[src/verilog/mem_pkg.sv]
package mem_pkg;

	localparam int ADDR_WIDTH = 12; // 4 KiB of L2
	localparam int DATA_WIDTH = 32;

	typedef enum logic [1:0] {
		BYTE = 2'd0,
		HALF = 2'd1,
		WORD = 2'd2
	} datasize_e;

	// Address step of one beat
	function automatic logic [2:0] size_bytes(datasize_e size);
		case (size)
			BYTE: return 3'd1;
			HALF: return 3'd2;
			default: return 3'd4;
		endcase
	endfunction

endpackage

[src/verilog/l2_arbiter.sv]
module l2_arbiter (
	input logic clk_i,
	input logic resetn_i,
	input logic a_req_i,
	input logic [mem_pkg::ADDR_WIDTH-1:0] a_addr_i,
	input mem_pkg::datasize_e a_size_i,
	input logic b_req_i,
	input logic [mem_pkg::ADDR_WIDTH-1:0] b_addr_i,
	input mem_pkg::datasize_e b_size_i,
	input logic mem_rvalid_i,
	input logic [mem_pkg::DATA_WIDTH-1:0] mem_rdata_i,
	output logic a_gnt_o,
	output logic a_rvalid_o,
	output logic [mem_pkg::DATA_WIDTH-1:0] a_rdata_o,
	output logic b_gnt_o,
	output logic b_rvalid_o,
	output logic [mem_pkg::DATA_WIDTH-1:0] b_rdata_o,
	output logic mem_req_o,
	output logic [mem_pkg::ADDR_WIDTH-1:0] mem_addr_o,
	output mem_pkg::datasize_e mem_size_o
);
	logic prio_b_q; // B wins the next tie
	logic last_b_q; // owner of the reply in flight

	assign a_gnt_o = a_req_i && (!b_req_i || !prio_b_q);
	assign b_gnt_o = b_req_i && (!a_req_i || prio_b_q);

	assign mem_req_o = a_req_i || b_req_i;
	assign mem_addr_o = b_gnt_o ? b_addr_i : a_addr_i;
	assign mem_size_o = b_gnt_o ? b_size_i : a_size_i;

	// Reply one cycle after its grant
	assign a_rvalid_o = mem_rvalid_i && !last_b_q;
	assign b_rvalid_o = mem_rvalid_i && last_b_q;
	assign a_rdata_o = mem_rdata_i;
	assign b_rdata_o = mem_rdata_i;

	always_ff @(posedge clk_i or negedge resetn_i) begin
		if (!resetn_i) begin
			prio_b_q <= 1'b0;
			last_b_q <= 1'b0;
		end else begin
			if (a_req_i && b_req_i)
				prio_b_q <= !prio_b_q;
			last_b_q <= b_gnt_o;
		end
	end

endmodule

[config.mk]
export PLATFORM = sky130hd
export DESIGN_NAME = l2_arbiter
export DESIGN_NICKNAME = d
export VERILOG_FILES = /design/src/verilog/mem_pkg.sv /design/src/verilog/l2_arbiter.sv
export SDC_FILE = /design/constraint.sdc
export NUM_CORES = 1
export LEC_CHECK = 0
export BUFFER_PORTS_ARGS = -buffer_cell sky130_fd_sc_hd__buf_2
export CAP_MARGIN = 15
export CORE_UTILIZATION = 26
export CTS_CLUSTER_DIAMETER = 50
export CTS_CLUSTER_SIZE = 25
export DETAILED_ROUTE_END_ITERATION = 10
export PLACE_DENSITY = 0.8
export SLEW_MARGIN = 20
export SYNTH_ARGS = -nofsm -noshare
export SYNTH_HDL_FRONTEND = slang
export SYNTH_SLANG_ARGS = --single-unit
[constraint.sdc]
create_clock -name clk_i -period 1.4 [get_ports clk_i]
set_input_delay 0 -clock clk_i [delete_from_list [all_inputs] [get_ports clk_i]]
set_output_delay 0 -clock clk_i [all_outputs]
set_load 0.05 [all_outputs]
; Yosys cells after proc, flatten, opt, wreduce, memory -nomap -nowiden
; Index checks and enable logic that the tools add are counted.
; W data, S select, Z words.
[op_classes]
mux = 2
n_reduce_logical = 12
[ops]
columns = cell, count
row1 = $mux W12, 1
row2 = $logic_and A1 B1 Y1, 5
row3 = $logic_not A1 Y1, 4
row4 = $logic_or A1 B1 Y1, 3
row5 = $mux W2, 1
[totals]
wordCells = 16
ff_bits = 2
inputBits = 65
out_inout_bits = 83

; Longest topological paths before layout
; Gate-level depths: netlist (run 1).
[logic_depth]
ltp_word = 4
depth_mapped = 4
mapped_depth_nobuf = 3

; Least setup slack after synthesis (run 1)
; Ideal clock, no wire load.
[synth_path]
path_type = reg2reg
startpoint = register prio_b_q
endpoint = register last_b_q
path_buffers = 1
period_less_slack_ns = 1.216
path_stages_with_launch = 4
t_required_ns = 1.192
arrival_ns = 1.008
path_slack_ns = 0.184
setup_ns = 0.208
path_cell_list = dfrtp_1 > o21ai_4 > buf_12 > inv_1
[synth_via]
elab_chain_cells = 2
[synth_lines]
columns = item, line
row1 = start: declaration, l2_arbiter.sv:22  ; logic prio_b_q;
row2 = start signal: assignment, l2_arbiter.sv:44  ; prio_b_q <= !prio_b_q;
row3 = $logic_or A1 B1 Y1, l2_arbiter.sv:26  ; assign b_gnt_o = b_req_i && (!a_req_i || prio_b_q);
row4 = $logic_and A1 B1 Y1, l2_arbiter.sv:26
row5 = via b_gnt_o, l2_arbiter.sv:15  ; output logic b_gnt_o,
row6 = end signal: assignment, l2_arbiter.sv:45  ; last_b_q <= b_gnt_o;
row7 = end: declaration, l2_arbiter.sv:23  ; logic last_b_q;
; The timed path passes the listed nets, and every way through them passes these cells.
; A chain may end at the register's enable or synchronous reset.

; Final worst setup path (run 1)
[layout_path]
startpoint = register prio_b_q
endpoint = output mem_addr_o[1] in the netlist's numbering
[layout_via]
elab_chain_cells = 3
[layout_lines]
columns = item, line
row1 = $logic_or A1 B1 Y1, l2_arbiter.sv:26
row2 = $logic_and A1 B1 Y1, l2_arbiter.sv:26
row3 = $mux W12, l2_arbiter.sv:29  ; assign mem_addr_o = b_gnt_o ? b_addr_i : a_addr_i;
row4 = end: declaration, l2_arbiter.sv:19  ; output logic [mem_pkg::ADDR_WIDTH-1:0] mem_addr_o,
; Every way passes these cells.

==> results by group, run 1 <==
Clocking
  – CTS buffer count: 3
  – Clock tree root buffer cell: clkbuf_4
  – Source-to-sink clock delay at the later pin of the worst-skew pair: 230 ps
  – Number of clock sinks: 2
  – Post-CTS repair timing setup buffer count: 0
  – CTS tree: yes
  – Total number of H-tree levels: 1
  – CTS max path bufs: 2
  – Clock transition time at the flip-flop clock pins of the worst setup and hold paths: 30 ps

GRT
  – Global-route wire length before repair: 2320 µm
  – Initial antenna violation count: 0
  – Total congestion overflow after global routing: 0
  – Largest net degree at the start of global routing: 16
  – Combined global-route utilization of all metal layers: 10.2%
  – Via count of the first global-routing pass: 474

Critical path
  – Startpoint type of the worst setup path: flip-flop
  – Arrival time reported for the critical path endpoint: 1500 ps
  – Register-to-register setup slack: 470 ps
  – Capturing element type of the critical path: output pin
  – Worst r2r src: prio_b_q
  – Critical path peak fanout: 15
  – Setup crit start: prio_b_q
  – Required time reported for the critical path endpoint: 1400 ps
  – Number of cell instances on the worst register-to-register path: 3
  – Endpoint of the worst register-to-register path: last_b_q
  – Crit Path Category: flip-flop to output pin

STA
  – Post-route worst hold slack: 0.0220 ps
  – Post-Route Skew: 2.35 ps
  – Transition time at the pin with the least slew margin: 255 ps
  – Max transition margin: 83.1%
  – Final setup violation count: 14
  – Fin crit share: 107%
  – Final hold violations: 0
  – Crit path time final: roughly 1500 ps
  – Post-layout worst setup margin: -98.8 ps
  – Setup repair after global routing missed its margin: yes
  – Achievable Freq: 0.667 GHz
  – Final number of max-transition violations: 0

Synth
  – Most area-hungry cell type in the Yosys netlist: buf_4
  – Share of cell area taken by muxes after synthesis: between 20% and 30%
  – Synthesized netlist net count: 155
  – Number of synthesized register bits: 2
  – Basic-gate share of the synthesized area counting and, or, nand and nor cells: 2.81%
  – Main combinational cell family by area after synthesis: buffers and inverters
  – Compound-cell area share of the yosys netlist: around 2.7%
  – Main area contributors after synthesis: buf_4 60%, mux2_4 17%, mux2_2 7.0%, dfrtp_1 6.2%, buf_12 2.5%
  – Arithmetic-cell share of the synthesized area counting full adders, half adders and majority gates: 0%
  – Area share of the leading cell type in the synthesized netlist: 59.9%
  – Gate count of the mapped netlist: 90
  – Mean area per synthesized cell: 8.91 µm²
  – Parity-gate share of the synthesized area counting xor and xnor cells: 1.09%
  – Synthesis warning total: 0
  – Share of synthesized area occupied by flip-flops and latches: 6.24%
  – Number of different library cells in the post-synthesis netlist: 14
  – Syn Std Cell Area: 802 µm²

Power and ir drop
  – Cell-internal power: 0.000455 W
  – Peak supply drop: 0.000579 V
  – Fraction of power consumed by combinational cells: 74.4%
  – Standby leakage power: 0.408 nW
  – Net Sw Frac: 50.3%
  – Sequential Power Share: 11.4%
  – Share of power burned in the clock network: 14.2%
  – Sw power: approximately 0.00046 W
  – Cell area power density: 1240 mW/mm²

Cells and area
  – Filler Cells Inserted: 307
  – Layout Area Growth over Synthesis: -8.27%
  – Post-Layout Cell Count: between 100 and 150
  – Final antenna diode count: 0
  – Final design instance area without fill: 736 µm²
  – Share of final-layout standard cells stronger than drive strength 1: about 89%
  – Combined area of the multi-input logic cells: around 240 µm²
  – Post-layout net count: 148
  – Sequential cell area in the final layout: 50.0 µm²
  – Leading cell type in the layout, fill and taps excluded: buf_2
  – Utilization after layout: a little over a quarter
  – Commonest cells after routing, fill and taps aside: 37 x buf_2, 14 x buf_6, 9 x mux2_4

Die
  – Die W: 57.5 µm
  – Area of the core: 0.00283 mm²
  – Initial Util: between 20 and 30%
  – Number of placed I/O pins: ~150
  – Number of rows created at floorplan: 19
  – Y dimension of the die: 57.5 µm
  – Die Area: 0.00331 mm²

Routing
  – Iter 0 DRT Violations: 22
  – Remaining DRCs: 9
  – Post-Route WL: 1760 µm
  – Routed vias/inst: 4.24
  – Vias: 475
  – Residual antenna-violating net count after detailed routing: 0
  – Final routed wire length divided by cell count: 15.7 µm
  – Pre-Repair DR Iteration Count: 8

Worst hold path
  – Worst hold path cell count: 0
  – Critical hold path startpoint: mem_rdata_i[4]
  – Path class of the lowest-slack min-delay path: input port to output pin
  – Worst Hold End: b_rdata_o[4]

Placed design
  – Post-DP HPWL: between 1500 and 2000 µm
  – Standard cell area after detailed placement: around 620 µm²
  – Dpl cells: 108
  – Routability-driven placement congestion ratio: around 0.68
  – Number of port buffers: between 50 and 60

Outcome
  – Violations in the final reports: DRC, setup timing
  – Result of the run: finished, violations left

Flow run
  – Max-cap viol count: 0
==> synth_stat cells <==
master and number:
inv_2 1, dfrtp_1 2, o21ai_4 1, nand2_1 1, or2_2 1, xnor2_1 1, buf_4 64, mux2_2 5
buf_12 1, inv_1 1, and2_1 1, mux2_4 9, nor2b_1 1, a21oi_1 1
==> critical path, cell delays in order, from the launching register on <==
cell and delay, ps:
dfrtp_1 420, o21ai_4 160, buf_12 170, mux2_2 360
buf_6 150
==> metrics by stage <==
step                setup slack [ps]  power (W)  setup TNS (ps)
global placement                 135   0.000693               0
detailed placement               103   0.000701               0
floorplan                        184    0.00106               0
global route                    -164   0.000965           -1870
finish                         -98.8   0.000915            -976
CTS                             -108   0.000929           -1140
==> layer usage <==
| metal | vias to the layer above | part of all wire, % | track usage, % |
|---|---|---|---|
| li1 | 203 | - | - |
| met1 | 201 | 26 | 6.84 |
| met2 | 64 | 52 | 17.4 |
| met3 | 7 | 20 | 8.62 |
| met4 | 0 | 2.4 | 8.01 |
| met5 | - | 0 | 0 |
==> area by class of cell <==
cell class / instances / area share (%)
well taps: 31 / 5.27
repair buffers: 53 / 50.7
multi-input cells: 21 / 33.2
inverters: 2 / 1.02
clock buffers: 3 / 3.06
flip-flops and latches: 2 / 6.80
==> cells by family (layout without fill, tap and decap cells) <==
kind of cell,after synthesis,count (layout)
AOI/OAI and AO/OA,2,2
and+or+nand+nor,4,4
buffers and inverters,67,58
muxes,14,14
xor gates and xnor gates,1,1
DFF,2,2
==> power groups by stage <==
stage / combinational (W) / clock [W] / sequential, W
6_report: 0.000680 / 0.000130 / 0.000105
3_3_place_gp: 0.000592 / 0 / 0.000101
5_1_grt: 0.000705 / 0.000153 / 0.000107
4_1_cts: 0.000684 / 0.000140 / 0.000104
2_1_floorplan: 0.000960 / 0 / 0.0000995
3_5_place_dp: 0.000596 / 0 / 0.000105
==> flip-flops by register name, summed over array words and instances (netlist names) <==
name      count
last_b_q      1
prio_b_q      1
==> worst max-delay path by stage <==
stage,cells after the start,to,slack [ps]
floorplan,3,last_b_q,180
global placement,4,mem_size_o[1],130
detailed placement,4,mem_addr_o[2],100
CTS,4,mem_addr_o[2],-110
global route,4,mem_addr_o[2],-160
finish,4,mem_addr_o[1],-100
==> what timing repair did <==
action	4_1_cts	5_1_grt
hold buffers	1	0
hold endpoints to repair	2	0
setup endpoints to repair	14	14
gates resized for setup	28	0
(Power assumes the default switching activity.)
==> inputs of run 2 (changes only) <==
--- a/config.mk
+++ b/config.mk
@@ -12,6 +12,7 @@
 export CTS_CLUSTER_SIZE = 25
 export DETAILED_ROUTE_END_ITERATION = 10
 export PLACE_DENSITY = 0.8
+export REMOVE_ABC_BUFFERS = 1
 export SLEW_MARGIN = 20
 export SYNTH_ARGS = -nofsm -noshare
 export SYNTH_HDL_FRONTEND = slang
==> constraint.sdc (replaced) <==
create_clock -name clk_i -period 1.4 [get_ports clk_i]
set_input_delay 0.14 -clock clk_i [delete_from_list [all_inputs] [get_ports clk_i]]
set_output_delay 0.14 -clock clk_i [all_outputs]
set_load 0.05 [all_outputs]
==> results by group, run 2 (synthesis results as in run 1) <==
Power and ir drop
  – Sequential Power Share: 10.2% (-1.2 points)
  – Net Sw Frac: 49.5% (-0.81 points)
  – Share of power burned in the clock network: 14.3% (about the same)
  – Cell-internal power: 0.000481 W (+5.7%)
  – Cell area power density: 1260 mW/mm² (+1.4%)
  – Fraction of power consumed by combinational cells: 75.6% (+1.2 points)
  – Power after layout: 0.000951 W (+4.0%)
  – Sw power: 0.000471 W (+2.3%)
  – Standby leakage power: 0.427 nW (+4.5%)
  – Peak supply drop: 0.000454 V (-22%)

Critical path
  – Required time reported for the critical path endpoint: 1260 ps (-140 ps)
  – Arrival time reported for the critical path endpoint: 1470 ps (-30 ps)
  – Capturing element type of the critical path: output pin
  – Crit Path Category: flip-flop to output pin
  – Critical path peak fanout: 15 (unchanged)
  – Startpoint type of the worst setup path: flip-flop

Die
  – Die Area: 0.00331 mm² (unchanged)
  – Area of the core: 0.00283 mm² (unchanged)
  – Number of placed I/O pins: 148 (unchanged)
  – Number of rows created at floorplan: 19 (unchanged)
  – Die W: 57.5 µm (unchanged)
  – Y dimension of the die: 57.5 µm (unchanged)
  – Initial Util: 28.4% (unchanged)

Cells and area
  – Filler Cells Inserted: 290 (-5.5%)
  – Utilization after layout: 26.7% (+0.66 points)
  – Layout Area Growth over Synthesis: -5.93%
  – Share of final-layout standard cells stronger than drive strength 1: 89.0% (+0.14 points)
  – Final antenna diode count: 0 (unchanged)
  – Post-layout net count: 149 (+0.68%)
  – Largest regs: last_b_q (1), prio_b_q (1)
  – Leading cell type in the layout, fill and taps excluded: buf_2
  – Commonest cells after routing, fill and taps aside: 37 x buf_2, 14 x buf_6, 12 x mux2_4

STA
  – Fin crit share: 115% (+7.7 points)
  – Crit path time final: 1610 ps (+108 ps)
  – Max transition margin: 83.2% (+0.13 points)
  – Total Neg Setup Slack: -2420 ps (-1440 ps)
  – Achievable Freq: 0.622 GHz (-6.7%)
  – Post-layout worst setup margin: -207 ps (-108 ps)
  – Transition time at the pin with the least slew margin: 253 ps (-2.00 ps)
  – Final number of max-transition violations: 0 (unchanged)
  – Final hold violations: 0 (unchanged)
  – Post-Route Skew: 6.88 ps (+4.52 ps)
  – Setup repair after global routing missed its margin: yes
  – Final setup violation count: 14 (unchanged)

Outcome
  – Result of the run: finished, violations left
  – Violations in the final reports: DRC, setup timing

Worst hold path
  – Path class of the lowest-slack min-delay path: input port to flip-flop

Routing
  – Residual antenna-violating net count after detailed routing: 0 (unchanged)
  – Post-Route WL: 3800 µm (+120%)
  – Remaining DRCs: 10 (+1)
  – Routed vias/inst: 4.88 (+15%)
  – Pre-Repair DR Iteration Count: 7 (-1)
  – Vias: 552 (+16%)
  – Iter 0 DRT Violations: 21 (-4.5%)
  – Final routed wire length divided by cell count: 33.6 µm (+110%)

Clocking
  – Post-CTS repair timing setup buffer count: 0 (unchanged)
  – Clock tree root buffer cell: clkbuf_4
  – Number of clock sinks: 2 (unchanged)
  – Clock transition time at the flip-flop clock pins of the worst setup and hold paths: 30 ps (about the same)
  – Source-to-sink clock delay at the later pin of the worst-skew pair: 230 ps (about the same)
  – CTS tree: yes
  – Total number of H-tree levels: 1 (unchanged)
  – CTS buffer count: 3 (unchanged)
  – CTS max path bufs: 2 (unchanged)

GRT
  – Via count of the first global-routing pass: 583 (+23%)
  – Met3 Track Usage GR: 29.0% (+20 points)
  – Total congestion overflow after global routing: 0 (unchanged)
  – Met1 Usage GRT: 14.8% (+7.9 points)
  – Initial antenna violation count: 0 (unchanged)
  – Met2 Use GR: 38.4% (+21 points)
  – Largest net degree at the start of global routing: 16 (unchanged)
  – Global-route wire length before repair: 4690 µm (+100%)
  – Combined global-route utilization of all metal layers: 22.4% (+12 points)
  – Most utilized layer in the global route result: met2

Placed design
  – Worst setup timing slack at the placement stage: -5.49 ps (-108 ps)
  – Post-DP HPWL: 3450 µm (+130%)
  – Routability-driven placement congestion ratio: 0.828 (+22%)
  – Number of port buffers: 51 (unchanged)

Flow run
  – Max-cap viol count: 0 (unchanged)
## run 2: power by group through the flow
stage	Sequential (W)	Clock [W]	Combinational, W
after floorplan	0.0000995	0	0.000445
after global placement	0.0000947	0	0.000622
after detailed placement	0.0000973	0	0.000622
after CTS	0.0000964	0.000140	0.000717
after global routing	0.0000986	0.000150	0.000749
final	0.0000966	0.000136	0.000719
## run 2: stage by stage
stage | instance area [µm²] | std cells | hold WS (ps)
final | 754 | 113 | 216
after global routing | 754 | 113 | 226
after CTS | 747 | 113 | 210
after detailed placement | 623 | 109 | -69.2
after global placement | 623 | 109 | -66.6
after floorplan | 302 | 25 | -156
## run 2: layout make-up
| class | instances | area, µm² | share of cell area [%] |
|---|---|---|---|
| Tap cell | 31 | 38.8 | 5.14 |
| Sequential cell | 2 | 50.0 | 6.63 |
| Timing Repair Buffer | 54 | 380 | 50.4 |
| Multi-Input combinational cell | 21 | 255 | 33.8 |
| Inverter | 2 | 7.51 | 0.995 |
| Clock buffer | 3 | 22.5 | 2.99 |
## run 2: repair_timing
item                                   4_1_cts  5_1_grt
hold buffers                                 1        0
endpoints found under the hold margin        2        0
setup endpoints to repair                   14       15
resized for setup                           29        2
## run 2: worst paths after layout
check / start / to / slack (ps) / cells past startpoint
max reg2reg: prio_b_q / last_b_q / 490 / 3
min: a_req_i / prio_b_q / 220 / 3
min reg2reg: prio_b_q / prio_b_q / 630 / 2
max in group asynchronous: resetn_i / prio_b_q / 1060 / 2
max: prio_b_q / mem_addr_o[0] / -210 / 4
min in group asynchronous: resetn_i / last_b_q / 230 / 2
## run 2: critical path, stage by stage, from the launching register on
cell,delay (ps)
dfrtp_1,400
o21ai_4,160
buf_12,170
mux2_2,350
buf_6,150
## run 2: layer usage
| layer | vias to the layer above | wire (µm) | part of all wire (%) |
|---|---|---|---|
| li1 | 203 | - | - |
| met3 | 7 | 1020 | 27 |
| met5 | - | 0 | 0 |
| met2 | 127 | 1730 | 45 |
| met1 | 215 | 921 | 24 |
| met4 | 0 | 130 | 3.4 |
==> inputs of run 3 (changes only) <==
--- a/config.mk
+++ b/config.mk
@@ -12,7 +12,6 @@
 export CTS_CLUSTER_SIZE = 25
 export DETAILED_ROUTE_END_ITERATION = 10
 export PLACE_DENSITY = 0.8
-export REMOVE_ABC_BUFFERS = 1
 export SLEW_MARGIN = 20
 export SYNTH_ARGS = -nofsm -noshare
 export SYNTH_HDL_FRONTEND = slang
==> results by group, run 3 (synthesis results as in run 1) <==
Outcome
  – Result of the run: finished, violations left
  – Violations in the final reports: DRC, setup timing

Cells and area
  – Commonest cells after routing, fill and taps aside: 37 x buf_2, 14 x buf_6, 11 x mux2_4
  – Share of final-layout standard cells stronger than drive strength 1: 89.0% (unchanged)
  – Leading cell type in the layout, fill and taps excluded: buf_2
  – Post-Layout Cell Count: 113 (unchanged)
  – Layout Area Growth over Synthesis: -6.40%
  – Post-layout net count: 149 (unchanged)
  – Utilization after layout: 26.5% (-0.13 points)
  – Final antenna diode count: 0 (unchanged)
  – Filler Cells Inserted: 302 (+4.1%)
  – Largest regs: last_b_q (1), prio_b_q (1)

STA
  – Fin crit share: 114% (-0.62 points)
  – Final number of max-transition violations: 0 (unchanged)
  – Transition time at the pin with the least slew margin: 252 ps (-0.836 ps)
  – Achievable Freq: 0.626 GHz (+0.54%)
  – Final setup violation count: 14 (unchanged)
  – Setup repair after global routing missed its margin: yes
  – Max transition margin: 83.3% (about the same)
  – Post-layout worst setup margin: -198 ps (+8.66 ps)
  – Post-Route Skew: 1.84 ps (-5.04 ps)
  – Crit path time final: 1600 ps (-8.66 ps)
  – Final hold violations: 0 (unchanged)

Clocking
  – Source-to-sink clock delay at the later pin of the worst-skew pair: 230 ps (about the same)
  – Clock transition time at the flip-flop clock pins of the worst setup and hold paths: 30 ps (about the same)
  – Total number of H-tree levels: 1 (unchanged)
  – CTS max path bufs: 2 (unchanged)
  – Number of clock sinks: 2 (unchanged)
  – Post-CTS repair timing setup buffer count: 0 (unchanged)
  – Clock tree root buffer cell: clkbuf_4
  – CTS buffer count: 3 (unchanged)
  – CTS tree: yes

Routing
  – Iter 0 DRT Violations: 19 (-9.5%)
  – Final routed wire length divided by cell count: 15.6 µm (-54%)
  – Remaining DRCs: 9 (-1)
  – Length of routed met3 wiring: 355 µm (-65%)
  – Max layer used: met4
  – Residual antenna-violating net count after detailed routing: 0 (unchanged)
  – Metal-1 WL: 460 µm (-50%)
  – Pre-Repair DR Iteration Count: 7 (unchanged)
  – Routed vias/inst: 4.36 (-11%)
  – Wire length on met2: 914 µm (-47%)
  – Vias: 493 (-11%)
  – Post-Route WL: 1770 µm (-54%)

Critical path
  – Arrival time reported for the critical path endpoint: 1460 ps (about the same)
  – Startpoint type of the worst setup path: flip-flop
  – Capturing element type of the critical path: output pin
  – Critical path peak fanout: 15 (unchanged)
  – Crit Path Category: flip-flop to output pin
  – Required time reported for the critical path endpoint: 1260 ps (about the same)

GRT
  – Combined global-route utilization of all metal layers: 10.3% (-12 points)
  – Total congestion overflow after global routing: 0 (unchanged)
  – Global-route wire length before repair: 2420 µm (-48%)
  – Largest net degree at the start of global routing: 16 (unchanged)
  – Via count of the first global-routing pass: 467 (-20%)
  – Initial antenna violation count: 0 (unchanged)

Die
  – Number of rows created at floorplan: 19 (unchanged)
  – Die Area: 0.00331 mm² (unchanged)
  – Initial Util: 28.4% (unchanged)
  – Area of the core: 0.00283 mm² (unchanged)
  – Number of placed I/O pins: 148 (unchanged)
  – Die W: 57.5 µm (unchanged)
  – Y dimension of the die: 57.5 µm (unchanged)

Placed design
  – Post-DP HPWL: 1510 µm (-56%)
  – Number of port buffers: 51 (unchanged)
  – Worst setup timing slack at the placement stage: 4.70 ps (+10.2 ps)
  – Dpl cells: 109 (unchanged)
  – Routability-driven placement congestion ratio: 0.699 (-16%)

Worst hold path
  – Path class of the lowest-slack min-delay path: input port to flip-flop

Power and ir drop
  – Peak supply drop: 0.000556 V (+22%)
  – Cell area power density: 1250 mW/mm² (-0.68%)
  – Standby leakage power: 0.422 nW (-1.1%)

Flow run
  – Max-cap viol count: 0 (unchanged)
run 3: critical path, stage by stage, from the launching register on:
cell,delay [ps]
dfrtp_1,390
o21ai_4,150
buf_12,180
mux2_2,350
buf_6,150
run 3: worst paths after layout:
check	startpoint	to	slack, ps	cells past startpoint
worst max-delay path	prio_b_q	mem_size_o[1]	-200	4
worst min-delay path	a_req_i	prio_b_q	200	3
worst max register to register	prio_b_q	last_b_q	500	3
worst min register to register	prio_b_q	prio_b_q	620	2
max in group asynchronous	resetn_i	prio_b_q	1070	2
min in group asynchronous	resetn_i	last_b_q	230	2
run 3: what timing repair did:
item / in CTS / in global routing
pin swaps: 0 / 0
endpoints found under the setup margin: 14 / 15
endpoints found under the hold margin: 2 / 0
hold buffers: 1 / 0
gates resized for setup: 28 / 2
run 3: per-stage QoR:
stage	hold slack (ps)	area, µm²	total power [W]	setup TNS [ps]
final	200	751	0.000940	-2360
after global routing	201	751	0.000989	-3370
after CTS	193	743	0.000945	-2520
after detailed placement	-69.0	623	0.000718	0
after global placement	-69.7	623	0.000713	0
after floorplan	-156	802	0.00106	0
run 3: final cells by class:
cell class,instances,area (µm²),share of cell area (%)
clock buffer,3,22.5,3.00
inverter,2,7.51,1.00
multi-input combinational,21,251,33.5
sequential,2,50.0,6.67
tap,31,38.8,5.17
timing repair buffer,54,380,50.7
run 3: power breakdown:
part           switching, W  leakage (nW)  internal [W]
clock             0.0000356        0.0138     0.0000947
combinational      0.000409         0.385      0.000304
sequential        0.0000183        0.0239     0.0000785
run 3: per-layer routing:
metal	GRT usage, %	vias up
met1	8.20	218
met2	17.3	65
li1	-	203
met3	7.94	7
met5	0	-
met4	6.97	0
